==> config.mk <==
export PLATFORM = sky130hd
export DESIGN_NAME = pipe_ctrl
export DESIGN_NICKNAME = d
export VERILOG_FILES = /design/src/rtl/pipe_ctrl_pkg.sv /design/src/rtl/operand_bypass.sv /design/src/rtl/pipe_ctrl.sv /design/src/rtl/redirect_unit.sv /design/src/rtl/stage_track.sv /design/src/rtl/trap_csr.sv
export SDC_FILE = /design/constraint.sdc
export NUM_CORES = 1
export LEC_CHECK = 0
export BUFFER_PORTS_ARGS = -buffer_cell sky130_fd_sc_hd__buf_2
export CORE_ASPECT_RATIO = 1.75
export CORE_MARGIN = 2
export CORE_UTILIZATION = 30
export DETAILED_ROUTE_END_ITERATION = 12
export PLACE_DENSITY_LB_ADDON = 0.08
export SLEW_MARGIN = 5
export SYNTH_ARGS = -nofsm -noshare
export SYNTH_HDL_FRONTEND = slang
export SYNTH_SLANG_ARGS = --single-unit
export TNS_END_PERCENT = 50
==> constraint.sdc <==
create_clock -name clock -period 6.5 [get_ports clock]
set_clock_uncertainty 0.05 [all_clocks]
set_input_delay 1.625 -clock clock [delete_from_list [all_inputs] [get_ports clock]]
set_output_delay 1.625 -clock clock [all_outputs]
set_load 0.005 [all_outputs]
==> src/rtl/pipe_ctrl_pkg.sv <==
package pipe_ctrl_pkg;

    // datapath widths
    localparam int xlen   = 32;
    localparam int reg_aw = 5;

    // operand source select, one per decode operand
    localparam logic [1:0] fwd_none     = 2'b00;  // register file value
    localparam logic [1:0] fwd_ex       = 2'b01;  // alu result now in execute
    localparam logic [1:0] fwd_mem_alu  = 2'b10;  // alu result held in memory stage
    localparam logic [1:0] fwd_mem_load = 2'b11;  // load data from memory stage

    // trap vector after reset
    localparam logic [xlen-1:0] mtvec_reset = 32'h3000_0000;

    // fixed rv32 instruction size, no compressed support
    localparam logic [xlen-1:0] pc_step = 32'd4;

endpackage

==> src/rtl/operand_bypass.sv <==
`timescale 1ns/1ps

module operand_bypass import pipe_ctrl_pkg::*; (
    input  logic              id_valid,
    input  logic [reg_aw-1:0] id_rs1,
    input  logic [reg_aw-1:0] id_rs2,
    input  logic [xlen-1:0]   id_rs1_value,
    input  logic [xlen-1:0]   id_rs2_value,

    input  logic              ex_valid,
    input  logic [reg_aw-1:0] ex_rd,
    input  logic              ex_reg_wen,
    input  logic              ex_mem_ren,

    input  logic              mem_valid,
    input  logic [reg_aw-1:0] mem_rd,
    input  logic              mem_reg_wen,
    input  logic              mem_mem_ren,

    input  logic [xlen-1:0]   ex_result,
    input  logic [xlen-1:0]   mem_alu_result,
    input  logic [xlen-1:0]   mem_rdata,

    output logic              id_ready,
    output logic [xlen-1:0]   ex_rs1_in,
    output logic [xlen-1:0]   ex_rs2_in
);

    logic       ex_wr;
    logic       mem_wr;
    logic       rs1_ex_hit;
    logic       rs2_ex_hit;
    logic       load_use;
    logic [1:0] rs1_sel;
    logic [1:0] rs2_sel;

    // newest producer wins, load data not yet available in execute
    function automatic logic [1:0] pick_src(input logic [reg_aw-1:0] rs);
        if (ex_wr && ex_rd == rs && !ex_mem_ren)
            return fwd_ex;
        else if (mem_wr && mem_rd == rs)
            return mem_mem_ren ? fwd_mem_load : fwd_mem_alu;
        else
            return fwd_none;
    endfunction

    function automatic logic [xlen-1:0] mux_src(input logic [1:0] sel,
                                                input logic [xlen-1:0] rf_value);
        case (sel)
            fwd_ex:       return ex_result;
            fwd_mem_alu:  return mem_alu_result;
            fwd_mem_load: return mem_rdata;
            default:      return rf_value;
        endcase
    endfunction

    // x0 never forwards
    assign ex_wr  = ex_valid && ex_reg_wen && (ex_rd != '0);
    assign mem_wr = mem_valid && mem_reg_wen && (mem_rd != '0);

    assign rs1_ex_hit = ex_wr && (ex_rd == id_rs1);
    assign rs2_ex_hit = ex_wr && (ex_rd == id_rs2);
    assign load_use   = id_valid && ex_mem_ren && (rs1_ex_hit || rs2_ex_hit);
    assign id_ready   = !load_use;

    assign rs1_sel   = pick_src(id_rs1);
    assign rs2_sel   = pick_src(id_rs2);
    assign ex_rs1_in = mux_src(rs1_sel, id_rs1_value);
    assign ex_rs2_in = mux_src(rs2_sel, id_rs2_value);

endmodule

==> src/rtl/pipe_ctrl.sv <==
`timescale 1ns/1ps

module pipe_ctrl import pipe_ctrl_pkg::*; (
    input  logic              clock,
    input  logic              rst_n,

    input  logic              id_valid,
    input  logic [xlen-1:0]   id_pc,
    input  logic [xlen-1:0]   id_imm,
    input  logic [reg_aw-1:0] id_rs1,
    input  logic [reg_aw-1:0] id_rs2,
    input  logic [xlen-1:0]   id_rs1_value,
    input  logic [xlen-1:0]   id_rs2_value,
    input  logic [reg_aw-1:0] id_rd,
    input  logic              id_reg_wen,
    input  logic              id_mem_ren,
    input  logic              id_jump,
    input  logic              id_branch,
    input  logic              id_fence_i,
    input  logic              id_mret,
    input  logic              id_ecall,

    input  logic [xlen-1:0]   ex_result,
    input  logic [xlen-1:0]   mem_rdata,

    input  logic              csr_wen,
    input  logic [xlen-1:0]   csr_wdata,

    output logic [xlen-1:0]   ex_rs1_in,
    output logic [xlen-1:0]   ex_rs2_in,
    output logic              id_ready,
    output logic [xlen-1:0]   dnpc,
    output logic              dnpc_flag,
    output logic              id_inst_clear,
    output logic              icache_clr,
    output logic              ex_valid,
    output logic              mem_valid
);

    logic [xlen-1:0]   ex_pc;
    logic [xlen-1:0]   ex_imm;
    logic [reg_aw-1:0] ex_rd;
    logic              ex_reg_wen;
    logic              ex_mem_ren;
    logic              ex_jump;
    logic              ex_branch;
    logic              ex_fence_i;
    logic [reg_aw-1:0] mem_rd;
    logic              mem_reg_wen;
    logic              mem_mem_ren;
    logic [xlen-1:0]   mem_alu_result;
    logic [xlen-1:0]   mtvec;
    logic [xlen-1:0]   mepc;
    logic              trap_take;

    stage_track stage_track_i (
        .clock          (clock),
        .rst_n          (rst_n),
        .id_valid       (id_valid),
        .id_ready       (id_ready),
        .id_inst_clear  (id_inst_clear),
        .id_pc          (id_pc),
        .id_imm         (id_imm),
        .id_rd          (id_rd),
        .id_reg_wen     (id_reg_wen),
        .id_mem_ren     (id_mem_ren),
        .id_jump        (id_jump),
        .id_branch      (id_branch),
        .id_fence_i     (id_fence_i),
        .ex_result      (ex_result),
        .ex_valid       (ex_valid),
        .ex_pc          (ex_pc),
        .ex_imm         (ex_imm),
        .ex_rd          (ex_rd),
        .ex_reg_wen     (ex_reg_wen),
        .ex_mem_ren     (ex_mem_ren),
        .ex_jump        (ex_jump),
        .ex_branch      (ex_branch),
        .ex_fence_i     (ex_fence_i),
        .mem_valid      (mem_valid),
        .mem_rd         (mem_rd),
        .mem_reg_wen    (mem_reg_wen),
        .mem_mem_ren    (mem_mem_ren),
        .mem_alu_result (mem_alu_result)
    );

    operand_bypass operand_bypass_i (
        .id_valid       (id_valid),
        .id_rs1         (id_rs1),
        .id_rs2         (id_rs2),
        .id_rs1_value   (id_rs1_value),
        .id_rs2_value   (id_rs2_value),
        .ex_valid       (ex_valid),
        .ex_rd          (ex_rd),
        .ex_reg_wen     (ex_reg_wen),
        .ex_mem_ren     (ex_mem_ren),
        .mem_valid      (mem_valid),
        .mem_rd         (mem_rd),
        .mem_reg_wen    (mem_reg_wen),
        .mem_mem_ren    (mem_mem_ren),
        .ex_result      (ex_result),
        .mem_alu_result (mem_alu_result),
        .mem_rdata      (mem_rdata),
        .id_ready       (id_ready),
        .ex_rs1_in      (ex_rs1_in),
        .ex_rs2_in      (ex_rs2_in)
    );

    trap_csr trap_csr_i (
        .clock     (clock),
        .rst_n     (rst_n),
        .csr_wen   (csr_wen),
        .csr_wdata (csr_wdata),
        .trap_take (trap_take),
        .id_ecall  (id_ecall),
        .id_pc     (id_pc),
        .mtvec     (mtvec),
        .mepc      (mepc)
    );

    redirect_unit redirect_unit_i (
        .clock         (clock),
        .rst_n         (rst_n),
        .ex_valid      (ex_valid),
        .ex_jump       (ex_jump),
        .ex_branch     (ex_branch),
        .ex_fence_i    (ex_fence_i),
        .ex_pc         (ex_pc),
        .ex_imm        (ex_imm),
        .ex_result     (ex_result),
        .id_valid      (id_valid),
        .id_mret       (id_mret),
        .id_ecall      (id_ecall),
        .mtvec         (mtvec),
        .mepc          (mepc),
        .dnpc          (dnpc),
        .dnpc_flag     (dnpc_flag),
        .id_inst_clear (id_inst_clear),
        .trap_take     (trap_take),
        .icache_clr    (icache_clr)
    );

endmodule

==> src/rtl/redirect_unit.sv <==
`timescale 1ns/1ps

module redirect_unit import pipe_ctrl_pkg::*; (
    input  logic            clock,
    input  logic            rst_n,

    input  logic            ex_valid,
    input  logic            ex_jump,
    input  logic            ex_branch,
    input  logic            ex_fence_i,
    input  logic [xlen-1:0] ex_pc,
    input  logic [xlen-1:0] ex_imm,
    input  logic [xlen-1:0] ex_result,

    input  logic            id_valid,
    input  logic            id_mret,
    input  logic            id_ecall,

    input  logic [xlen-1:0] mtvec,
    input  logic [xlen-1:0] mepc,

    output logic [xlen-1:0] dnpc,
    output logic            dnpc_flag,
    output logic            id_inst_clear,
    output logic            trap_take,
    output logic            icache_clr
);

    logic            br_taken;
    logic            ex_redirect;
    logic [xlen-1:0] ex_target;
    logic [xlen-1:0] trap_target;

    assign br_taken    = ex_branch && ex_result[0];  // bit 0 carries the compare
    assign ex_redirect = ex_valid && (ex_jump || ex_fence_i || br_taken);

    // older instruction in execute wins over a decode trap
    assign trap_take = id_valid && (id_ecall || id_mret) && !ex_redirect;

    assign ex_target   = ex_jump  ? ex_result :
                         br_taken ? ex_pc + ex_imm :
                                    ex_pc + pc_step;
    assign trap_target = id_mret ? mepc : mtvec;

    assign dnpc          = ex_redirect ? ex_target : trap_target;
    assign dnpc_flag     = ex_redirect || trap_take;
    assign id_inst_clear = ex_redirect || trap_take;  // wrong-path decode slot

    always_ff @(posedge clock or negedge rst_n) begin
        if (!rst_n) begin
            icache_clr <= 1'b0;
        end else begin
            icache_clr <= ex_valid && ex_fence_i;
        end
    end

    // target mux assumes one control flow kind per instruction
    a_one_ex_kind: assert property (
        @(posedge clock) disable iff (!rst_n)
        ex_valid |-> $onehot0({ex_jump, ex_branch, ex_fence_i})
    );

endmodule

==> src/rtl/stage_track.sv <==
`timescale 1ns/1ps

module stage_track import pipe_ctrl_pkg::*; (
    input  logic              clock,
    input  logic              rst_n,

    input  logic              id_valid,
    input  logic              id_ready,
    input  logic              id_inst_clear,
    input  logic [xlen-1:0]   id_pc,
    input  logic [xlen-1:0]   id_imm,
    input  logic [reg_aw-1:0] id_rd,
    input  logic              id_reg_wen,
    input  logic              id_mem_ren,
    input  logic              id_jump,
    input  logic              id_branch,
    input  logic              id_fence_i,
    input  logic [xlen-1:0]   ex_result,

    output logic              ex_valid,
    output logic [xlen-1:0]   ex_pc,
    output logic [xlen-1:0]   ex_imm,
    output logic [reg_aw-1:0] ex_rd,
    output logic              ex_reg_wen,
    output logic              ex_mem_ren,
    output logic              ex_jump,
    output logic              ex_branch,
    output logic              ex_fence_i,

    output logic              mem_valid,
    output logic [reg_aw-1:0] mem_rd,
    output logic              mem_reg_wen,
    output logic              mem_mem_ren,
    output logic [xlen-1:0]   mem_alu_result
);

    logic ex_load;

    // stall or flush turns the execute entry into a bubble
    assign ex_load = id_valid && id_ready && !id_inst_clear;

    always_ff @(posedge clock or negedge rst_n) begin
        if (!rst_n) begin
            ex_valid    <= 1'b0;
            ex_reg_wen  <= 1'b0;
            ex_mem_ren  <= 1'b0;
            ex_jump     <= 1'b0;
            ex_branch   <= 1'b0;
            ex_fence_i  <= 1'b0;
            mem_valid   <= 1'b0;
            mem_reg_wen <= 1'b0;
            mem_mem_ren <= 1'b0;
        end else begin
            ex_valid    <= ex_load;
            ex_reg_wen  <= ex_load && id_reg_wen;  // bubbles carry no side effects
            ex_mem_ren  <= ex_load && id_mem_ren;
            ex_jump     <= ex_load && id_jump;
            ex_branch   <= ex_load && id_branch;
            ex_fence_i  <= ex_load && id_fence_i;
            mem_valid   <= ex_valid;
            mem_reg_wen <= ex_reg_wen;
            mem_mem_ren <= ex_mem_ren;
        end
    end

    always_ff @(posedge clock) begin
        if (ex_load) begin
            ex_pc  <= id_pc;
            ex_imm <= id_imm;
            ex_rd  <= id_rd;
        end
        mem_rd         <= ex_rd;
        mem_alu_result <= ex_result;
    end

    // stalled decode instruction must still be there to enter later
    a_stall_hold: assert property (
        @(posedge clock) disable iff (!rst_n)
        id_valid && !id_ready && !id_inst_clear |=>
            id_valid && $stable(id_pc) && $stable(id_rd)
    );

endmodule

==> src/rtl/trap_csr.sv <==
`timescale 1ns/1ps

module trap_csr import pipe_ctrl_pkg::*; (
    input  logic            clock,
    input  logic            rst_n,

    input  logic            csr_wen,
    input  logic [xlen-1:0] csr_wdata,

    input  logic            trap_take,
    input  logic            id_ecall,
    input  logic [xlen-1:0] id_pc,

    output logic [xlen-1:0] mtvec,
    output logic [xlen-1:0] mepc
);

    logic ecall_take;

    // mret also traps but leaves mepc alone
    assign ecall_take = trap_take && id_ecall;

    always_ff @(posedge clock or negedge rst_n) begin
        if (!rst_n) begin
            mtvec <= mtvec_reset;
        end else if (csr_wen) begin
            mtvec <= csr_wdata;
        end
    end

    always_ff @(posedge clock or negedge rst_n) begin
        if (!rst_n) begin
            mepc <= '0;
        end else if (ecall_take) begin
            mepc <= id_pc;  // return address is the ecall itself
        end
    end

endmodule

## Word level (Yosys, flattened, before mapping)

Index checks and enable logic that the tools add are counted.

| word-level totals | value |
|---|---|
| flip-flop bits (word level) | 180 |
| latch bits | 0 |
| bits in writable memories | 0 |
| ROM bits | 0 |
| output and inout bits | 102 |
| memories | 0 |

| operators by class | value |
|---|---|
| add/sub/neg operators | 2 |
| $mul | 0 |
| div/mod/pow operators | 0 |
| order comparisons | 0 |
| eq/ne operators | 10 |
| shift-type cells | 0 |
| mux-type cells | 11 |
| bitwise logic cells | 0 |
| reductions and logical operators | 36 |

Operator list:

| kind | count |
|---|---|
| $pmux W32 S3 | 2 |
| $mux W32 | 4 |
| $add A32 B3 Y32 const B | 1 |
| $add A32 B32 Y32 | 1 |
| $logic_and A1 B1 Y1 | 25 |
| $eq A5 B5 Y1 | 4 |
| $reduce_bool A5 Y1 | 2 |
| $eq A2 B2 Y1 const B | 4 |
| $mux W2 | 4 |
| $logic_or A1 B1 Y1 | 5 |
| $eq A2 B1 Y1 const B | 2 |
| $logic_not A1 Y1 | 4 |
| $mux W1 | 1 |

## Logic depth before layout (Yosys ltp)

| depth | value |
|---|---|
| word-level depth | 9 |
| depth in mapped cells | 13 |

## Hierarchy

A second synthesis with hierarchy kept.

| second synthesis, totals | value |
|---|---|
| cell total of the unflattened synthesis | 1,187 |
| area, all modules | 12,014.0 um^2 |

Modules (own cells, without submodules):

| module | times used | cells an instance | area each (um^2) | sequential area each (um^2) |
|---|---|---|---|---|
| redirect_unit | 1 | 525 | 3,449.6 | 25.0 |
| stage_track | 1 | 121 | 3,096.7 | 3,037.9 |
| operand_bypass | 1 | 405 | 2,914.0 | 0.0 |
| trap_csr | 1 | 136 | 2,553.7 | 1,604.0 |

## Least setup slack after synthesis

OpenSTA, ideal clock, no wires.

| timing path | value |
|---|---|
| path kind | input to register |
| start | input port ex_result[0] |
| end | register stage_track_i.ex_valid |
| setup time | 0.661 ns |
| data arrival time | 7.775 ns |
| data required time | 5.789 ns |
| setup slack | -1.986 ns |
| stages on the path | 5 |
| path buffers | 1 |
| path through | and2_1 -> clkbuf_1 -> o31ai_1 -> nand2_1 -> nor3b_1 |

| on the way | value |
|---|---|
| cells in the longest elaborated chain, start to end | 8 |

Ends and longest elaborated chain:

| what | RTL line | text |
|---|---|---|
| start: declaration | pipe_ctrl.sv:23 | `input logic [xlen-1:0] ex_result,` |
| $logic_and A1 B1 Y1 (*) | redirect_unit.sv:34 | `assign br_taken = ex_branch && ex_result[0];` |
| $logic_or A1 B1 Y1 (*) | redirect_unit.sv:35 | `assign ex_redirect = ex_valid && (ex_jump \|\| ex_fence_i \|\| br_taken);` |
| $logic_and A1 B1 Y1 (*) | redirect_unit.sv:35 |  |
| $logic_not A1 Y1 | redirect_unit.sv:38 | `assign trap_take = id_valid && (id_ecall \|\| id_mret) && !ex_redirect;` |
| $logic_and A1 B1 Y1 | redirect_unit.sv:38 |  |
| $logic_or A1 B1 Y1 (*) | n/a |  |
| via dnpc_flag | pipe_ctrl.sv:33 | `output logic dnpc_flag,` |
| $logic_not A1 Y1 (*) | stage_track.sv:40 | `assign ex_load = id_valid && id_ready && !id_inst_clear;` |
| $logic_and A1 B1 Y1 (*) | stage_track.sv:40 |  |
| via stage_track_i.ex_load | stage_track.sv:37 | `logic ex_load;` |
| end signal: assignment | stage_track.sv:54 | `ex_valid <= ex_load;` |
| end: declaration | stage_track.sv:20 | `output logic ex_valid,` |

Mark *: on every way through the listed nets, which the timed path passes. The rest lies on a longest branch.
A chain may end at the register's enable or synchronous reset.

## Worst setup path in the final report

| timing path | value |
|---|---|
| start | register stage_track_i.ex_pc[0] |
| end | output port dnpc[30] |

| on the way | value |
|---|---|
| cells in the longest elaborated chain, start to end | 4 |
| elaborated cells on any way between the ends | 5 |
| those cells by class | 2 x add/sub; 3 x mux |

Ends and longest elaborated chain:

| what | RTL line | text |
|---|---|---|
| start: declaration | stage_track.sv:21 | `output logic [xlen-1:0] ex_pc,` |
| start signal: assignment | stage_track.sv:68 | `ex_pc <= id_pc;` |
| $add A32 B3 Y32 / $add A32 B32 Y32 (equally long branches) | redirect_unit.sv:42, redirect_unit.sv:41 |  |
| $mux W32 (*) | redirect_unit.sv:41 | `br_taken ? ex_pc + ex_imm :` |
| $mux W32 (*) | redirect_unit.sv:40 | `assign ex_target = ex_jump ? ex_result :` |
| $mux W32 (*) | redirect_unit.sv:45 | `assign dnpc = ex_redirect ? ex_target : trap_target;` |
| end: declaration | pipe_ctrl.sv:32 | `output logic [xlen-1:0] dnpc,` |

Every way passes the cells marked *; elsewhere a longest branch is shown, timed or not.

==> run summary <==
status - complete, no violations
Setup crit end kind - primary output
hold_buf cts - 0
total gr overflow - 0
RSZ-0062 raised after global routing - false
post-synthesis register bit count - 180
total CTS buffers - 17
simple-gate share of the synthesized area - 10.3%
critical path startpoint category - register
drt initial violations - 312
Synth Flop Type - dfrtp_1
Setup CP Type - reg -> out
initial core utilization - 30.5%
die area - 37300 sq um
number of nets in the layout - 1621
Synth Instances - 1014
first-pass GRT wire length - 58500 um
Synth cell types - 68
Worst Path Max Fanout - 3
vias in the first global route - 9503
Adder-Cell Fraction of Synth Area - 3.92%
share of the synthesized area in the top cell type - 19.3%
Yosys top cell by area - edfxtp_1
crit-path cells - ha_1 > fa_1 > a21oi_1 > a2bb2oi_1 > o21ai_1 > a221o_1 > a21oi_2 > a21oi_2 > a221o_1 > a21oi_1 > xor2_1 > o32ai_1 > buf_2
Post-synth ARST share - 41.1%
post-layout util - 38.5%
drt drc - 0
Critical Path AT - 4010 ps
Min Hold Slack - 376 ps
Max Slew Vio Count - 0
DP HPWL - 31100 um
TritonCTS Sinks - 180
CTS root buf - clkbuf_16
placed cell areas - 13000 sq um
Least-Margin Pin Slew - 1060 ps
row cnt - 91
PortBufs - 351
Post-CTS Resized - 0
Core ar. - 35200 sq um
compound-cell area share of the yosys netlist - 14.8%
endpoints failing hold - 0
Clock Latency Late Sink - 440 ps
post-synthesis average cell area - 10.6 sq um
syn nets - 1297
Ports - 352
synth-to-layout area growth - 26.5%
Hold Path Class - reg -> reg
Rel. slew slack - 29.7%
CP Data Required Time - 4830 ps
Synth top cells by count - mux2_2, a21oi_1, dfrtp_1, nand2_1, nor2_1
Final period util - 87.5%
most numerous cell in the Yosys netlist - mux2_2
clock tree buffer depth - 2
Critical Path Max Stage Delay - 410 ps
# setup viols final - 0
CTS tree - done
Clock transition at path regs - 70 ps
Via density - 4.98
xor and xnor area share after synthesis - 6.21%
setup bufs post-CTS - 0
Slowest-stage cell, CP - a221o_1
final WL - 39500 um
pwr dens - 225 nW/um^2
TNS Setup - 0 ps
Placer Congestion - 0.879
Leak - 0.00586 uW
max cap viols - 0
mux cell area share after synthesis - 18.3%
H-Tree Level Count - 4
final instance area - 13600 sq um
routed length per instance - 21.7 um
post-route ant nets - 0
largest family of logic cells by synthesized area - multiplexers
top cells by area, synth - edfxtp_1, dfrtp_1, mux2_2
peak supply drop - 0.190 mV
fin crit period - 5690 ps
Post-synth EDFFs - 69
fillers - 3591
DR vias - 9053
die height - 254 um
layout cell share with drive strength beyond 1 - 40.3%
largest net degree at the start of global routing - 76
sequential-to-total area share from yosys stat - 43.6%
Post-Syn Area - 10700 sq um
Syn. warnings - 0
Max Clock Freq - 176 MHz
TritonRoute pass-1 iters - 5
Die W - 147 um
initial antenna violation count - 3
GRT Total Usage - 21.1%
==> cell type report <==
type	instances	area, sq um	share of cell area, %
Timing Repair Buffer	364	1880	13.9
Clock buffer	24	494	3.65
Antenna cell	1	2.50	0.0185
Clock inverter	8	98.8	0.729
Tap cell	465	582	4.29
Inverter	11	41.3	0.305
Multi-Input combinational cell	764	5780	42.7
Sequential cell	180	4670	34.5
==> cells by family (layout without fill, tap and decap cells) <==
kind of cell    Yosys count  after routing
compound gates          243            243
xor+xnor                 76             76
fa+ha+maj                33             33
buf+inv                  70            407
flops                   180            180
mux                     180            180
other cells               0              1
simple gates            232            232
==> power breakdown <==
group	total (uW)	switching [uW]	internal, uW
Sequential	1340	64.6	1280
Clock	1060	450	613
Combinational	647	339	308
Total	3060	854	2200
==> worst paths after layout <==
kind | cells past startpoint | startpoint | slack [ps] | endpoint
max | 13 | stage_track_i.ex_pc[0] | 810 | dnpc[30]
min | 0 | stage_track_i.ex_reg_wen | 380 | stage_track_i.mem_reg_wen
max reg2reg | 6 | stage_track_i.ex_branch | 3360 | trap_csr_i.mepc[21]
min reg2reg | 0 | stage_track_i.ex_reg_wen | 380 | stage_track_i.mem_reg_wen
max in group asynchronous | 2 | rst_n | 4350 | trap_csr_i.mepc[21]
min in group asynchronous | 1 | rst_n | 1060 | trap_csr_i.mtvec[2]
==> registers in the layout, indices dropped and copies added (netlist names) <==
name,cells
redirect_unit_i.icache_clr,1
stage_track_i.ex_branch,1
stage_track_i.ex_fence_i,1
stage_track_i.ex_imm,32
stage_track_i.ex_jump,1
stage_track_i.ex_mem_ren,1
stage_track_i.ex_pc,32
stage_track_i.ex_rd,5
stage_track_i.ex_reg_wen,1
stage_track_i.ex_valid,1
stage_track_i.mem_alu_result,32
stage_track_i.mem_mem_ren,1
stage_track_i.mem_rd,5
stage_track_i.mem_reg_wen,1
stage_track_i.mem_valid,1
trap_csr_i.mepc,32
trap_csr_i.mtvec,32
==> routing by layer <==
metal	part of all wire, %	track usage [%]
met2	53	39.8
met3	5.2	3.93
met4	2.5	7.77
met1	39	23.4
met5	0.068	0
==> critical path: cells and delay by family, from the launching register on <==
kind | cells | cell delay (ps)
adder cells (fa/ha/maj) | 2 | 640
XOR/XNOR | 1 | 100
flip-flops | 1 | 400
buffers and inverters | 1 | 180
AO/OA/AOI/OAI | 9 | 2250
==> placed cells by master, fill, tap and decap left out, types with 11 or more instances in the layout <==
cell | netlist | routed
buf_2 | 9 | 350
mux2_2 | 127 | 127
a21oi_1 | 79 | 79
nand2_1 | 71 | 71
nor2_1 | 71 | 71
dfrtp_1 | 72 | 70
edfxtp_1 | 69 | 69
mux2i_1 | 52 | 52
o21ai_0 | 49 | 49
xnor2_1 | 40 | 40
a211oi_1 | 37 | 37
dfxtp_1 | 37 | 37
xor2_1 | 36 | 36
ha_1 | 32 | 32
clkbuf_16 | 0 | 19
nor2b_1 | 18 | 18
nand3_1 | 17 | 16
a21o_1 | 13 | 13
and3_1 | 13 | 12
and2_1 | 12 | 12
buf_4 | 2 | 12
o211ai_1 | 11 | 11
inv_1 | 11 | 11
==> stage by stage <==
stage,worst slack (ps),cells,total power (uW)
floorplan,632,1014,1720
global placement,1220,1784,2020
detailed placement,1150,1784,2020
CTS,761,1816,3110
global route,598,1816,3210
finish,812,1817,3060
Power figures use the tool's default switching activity.
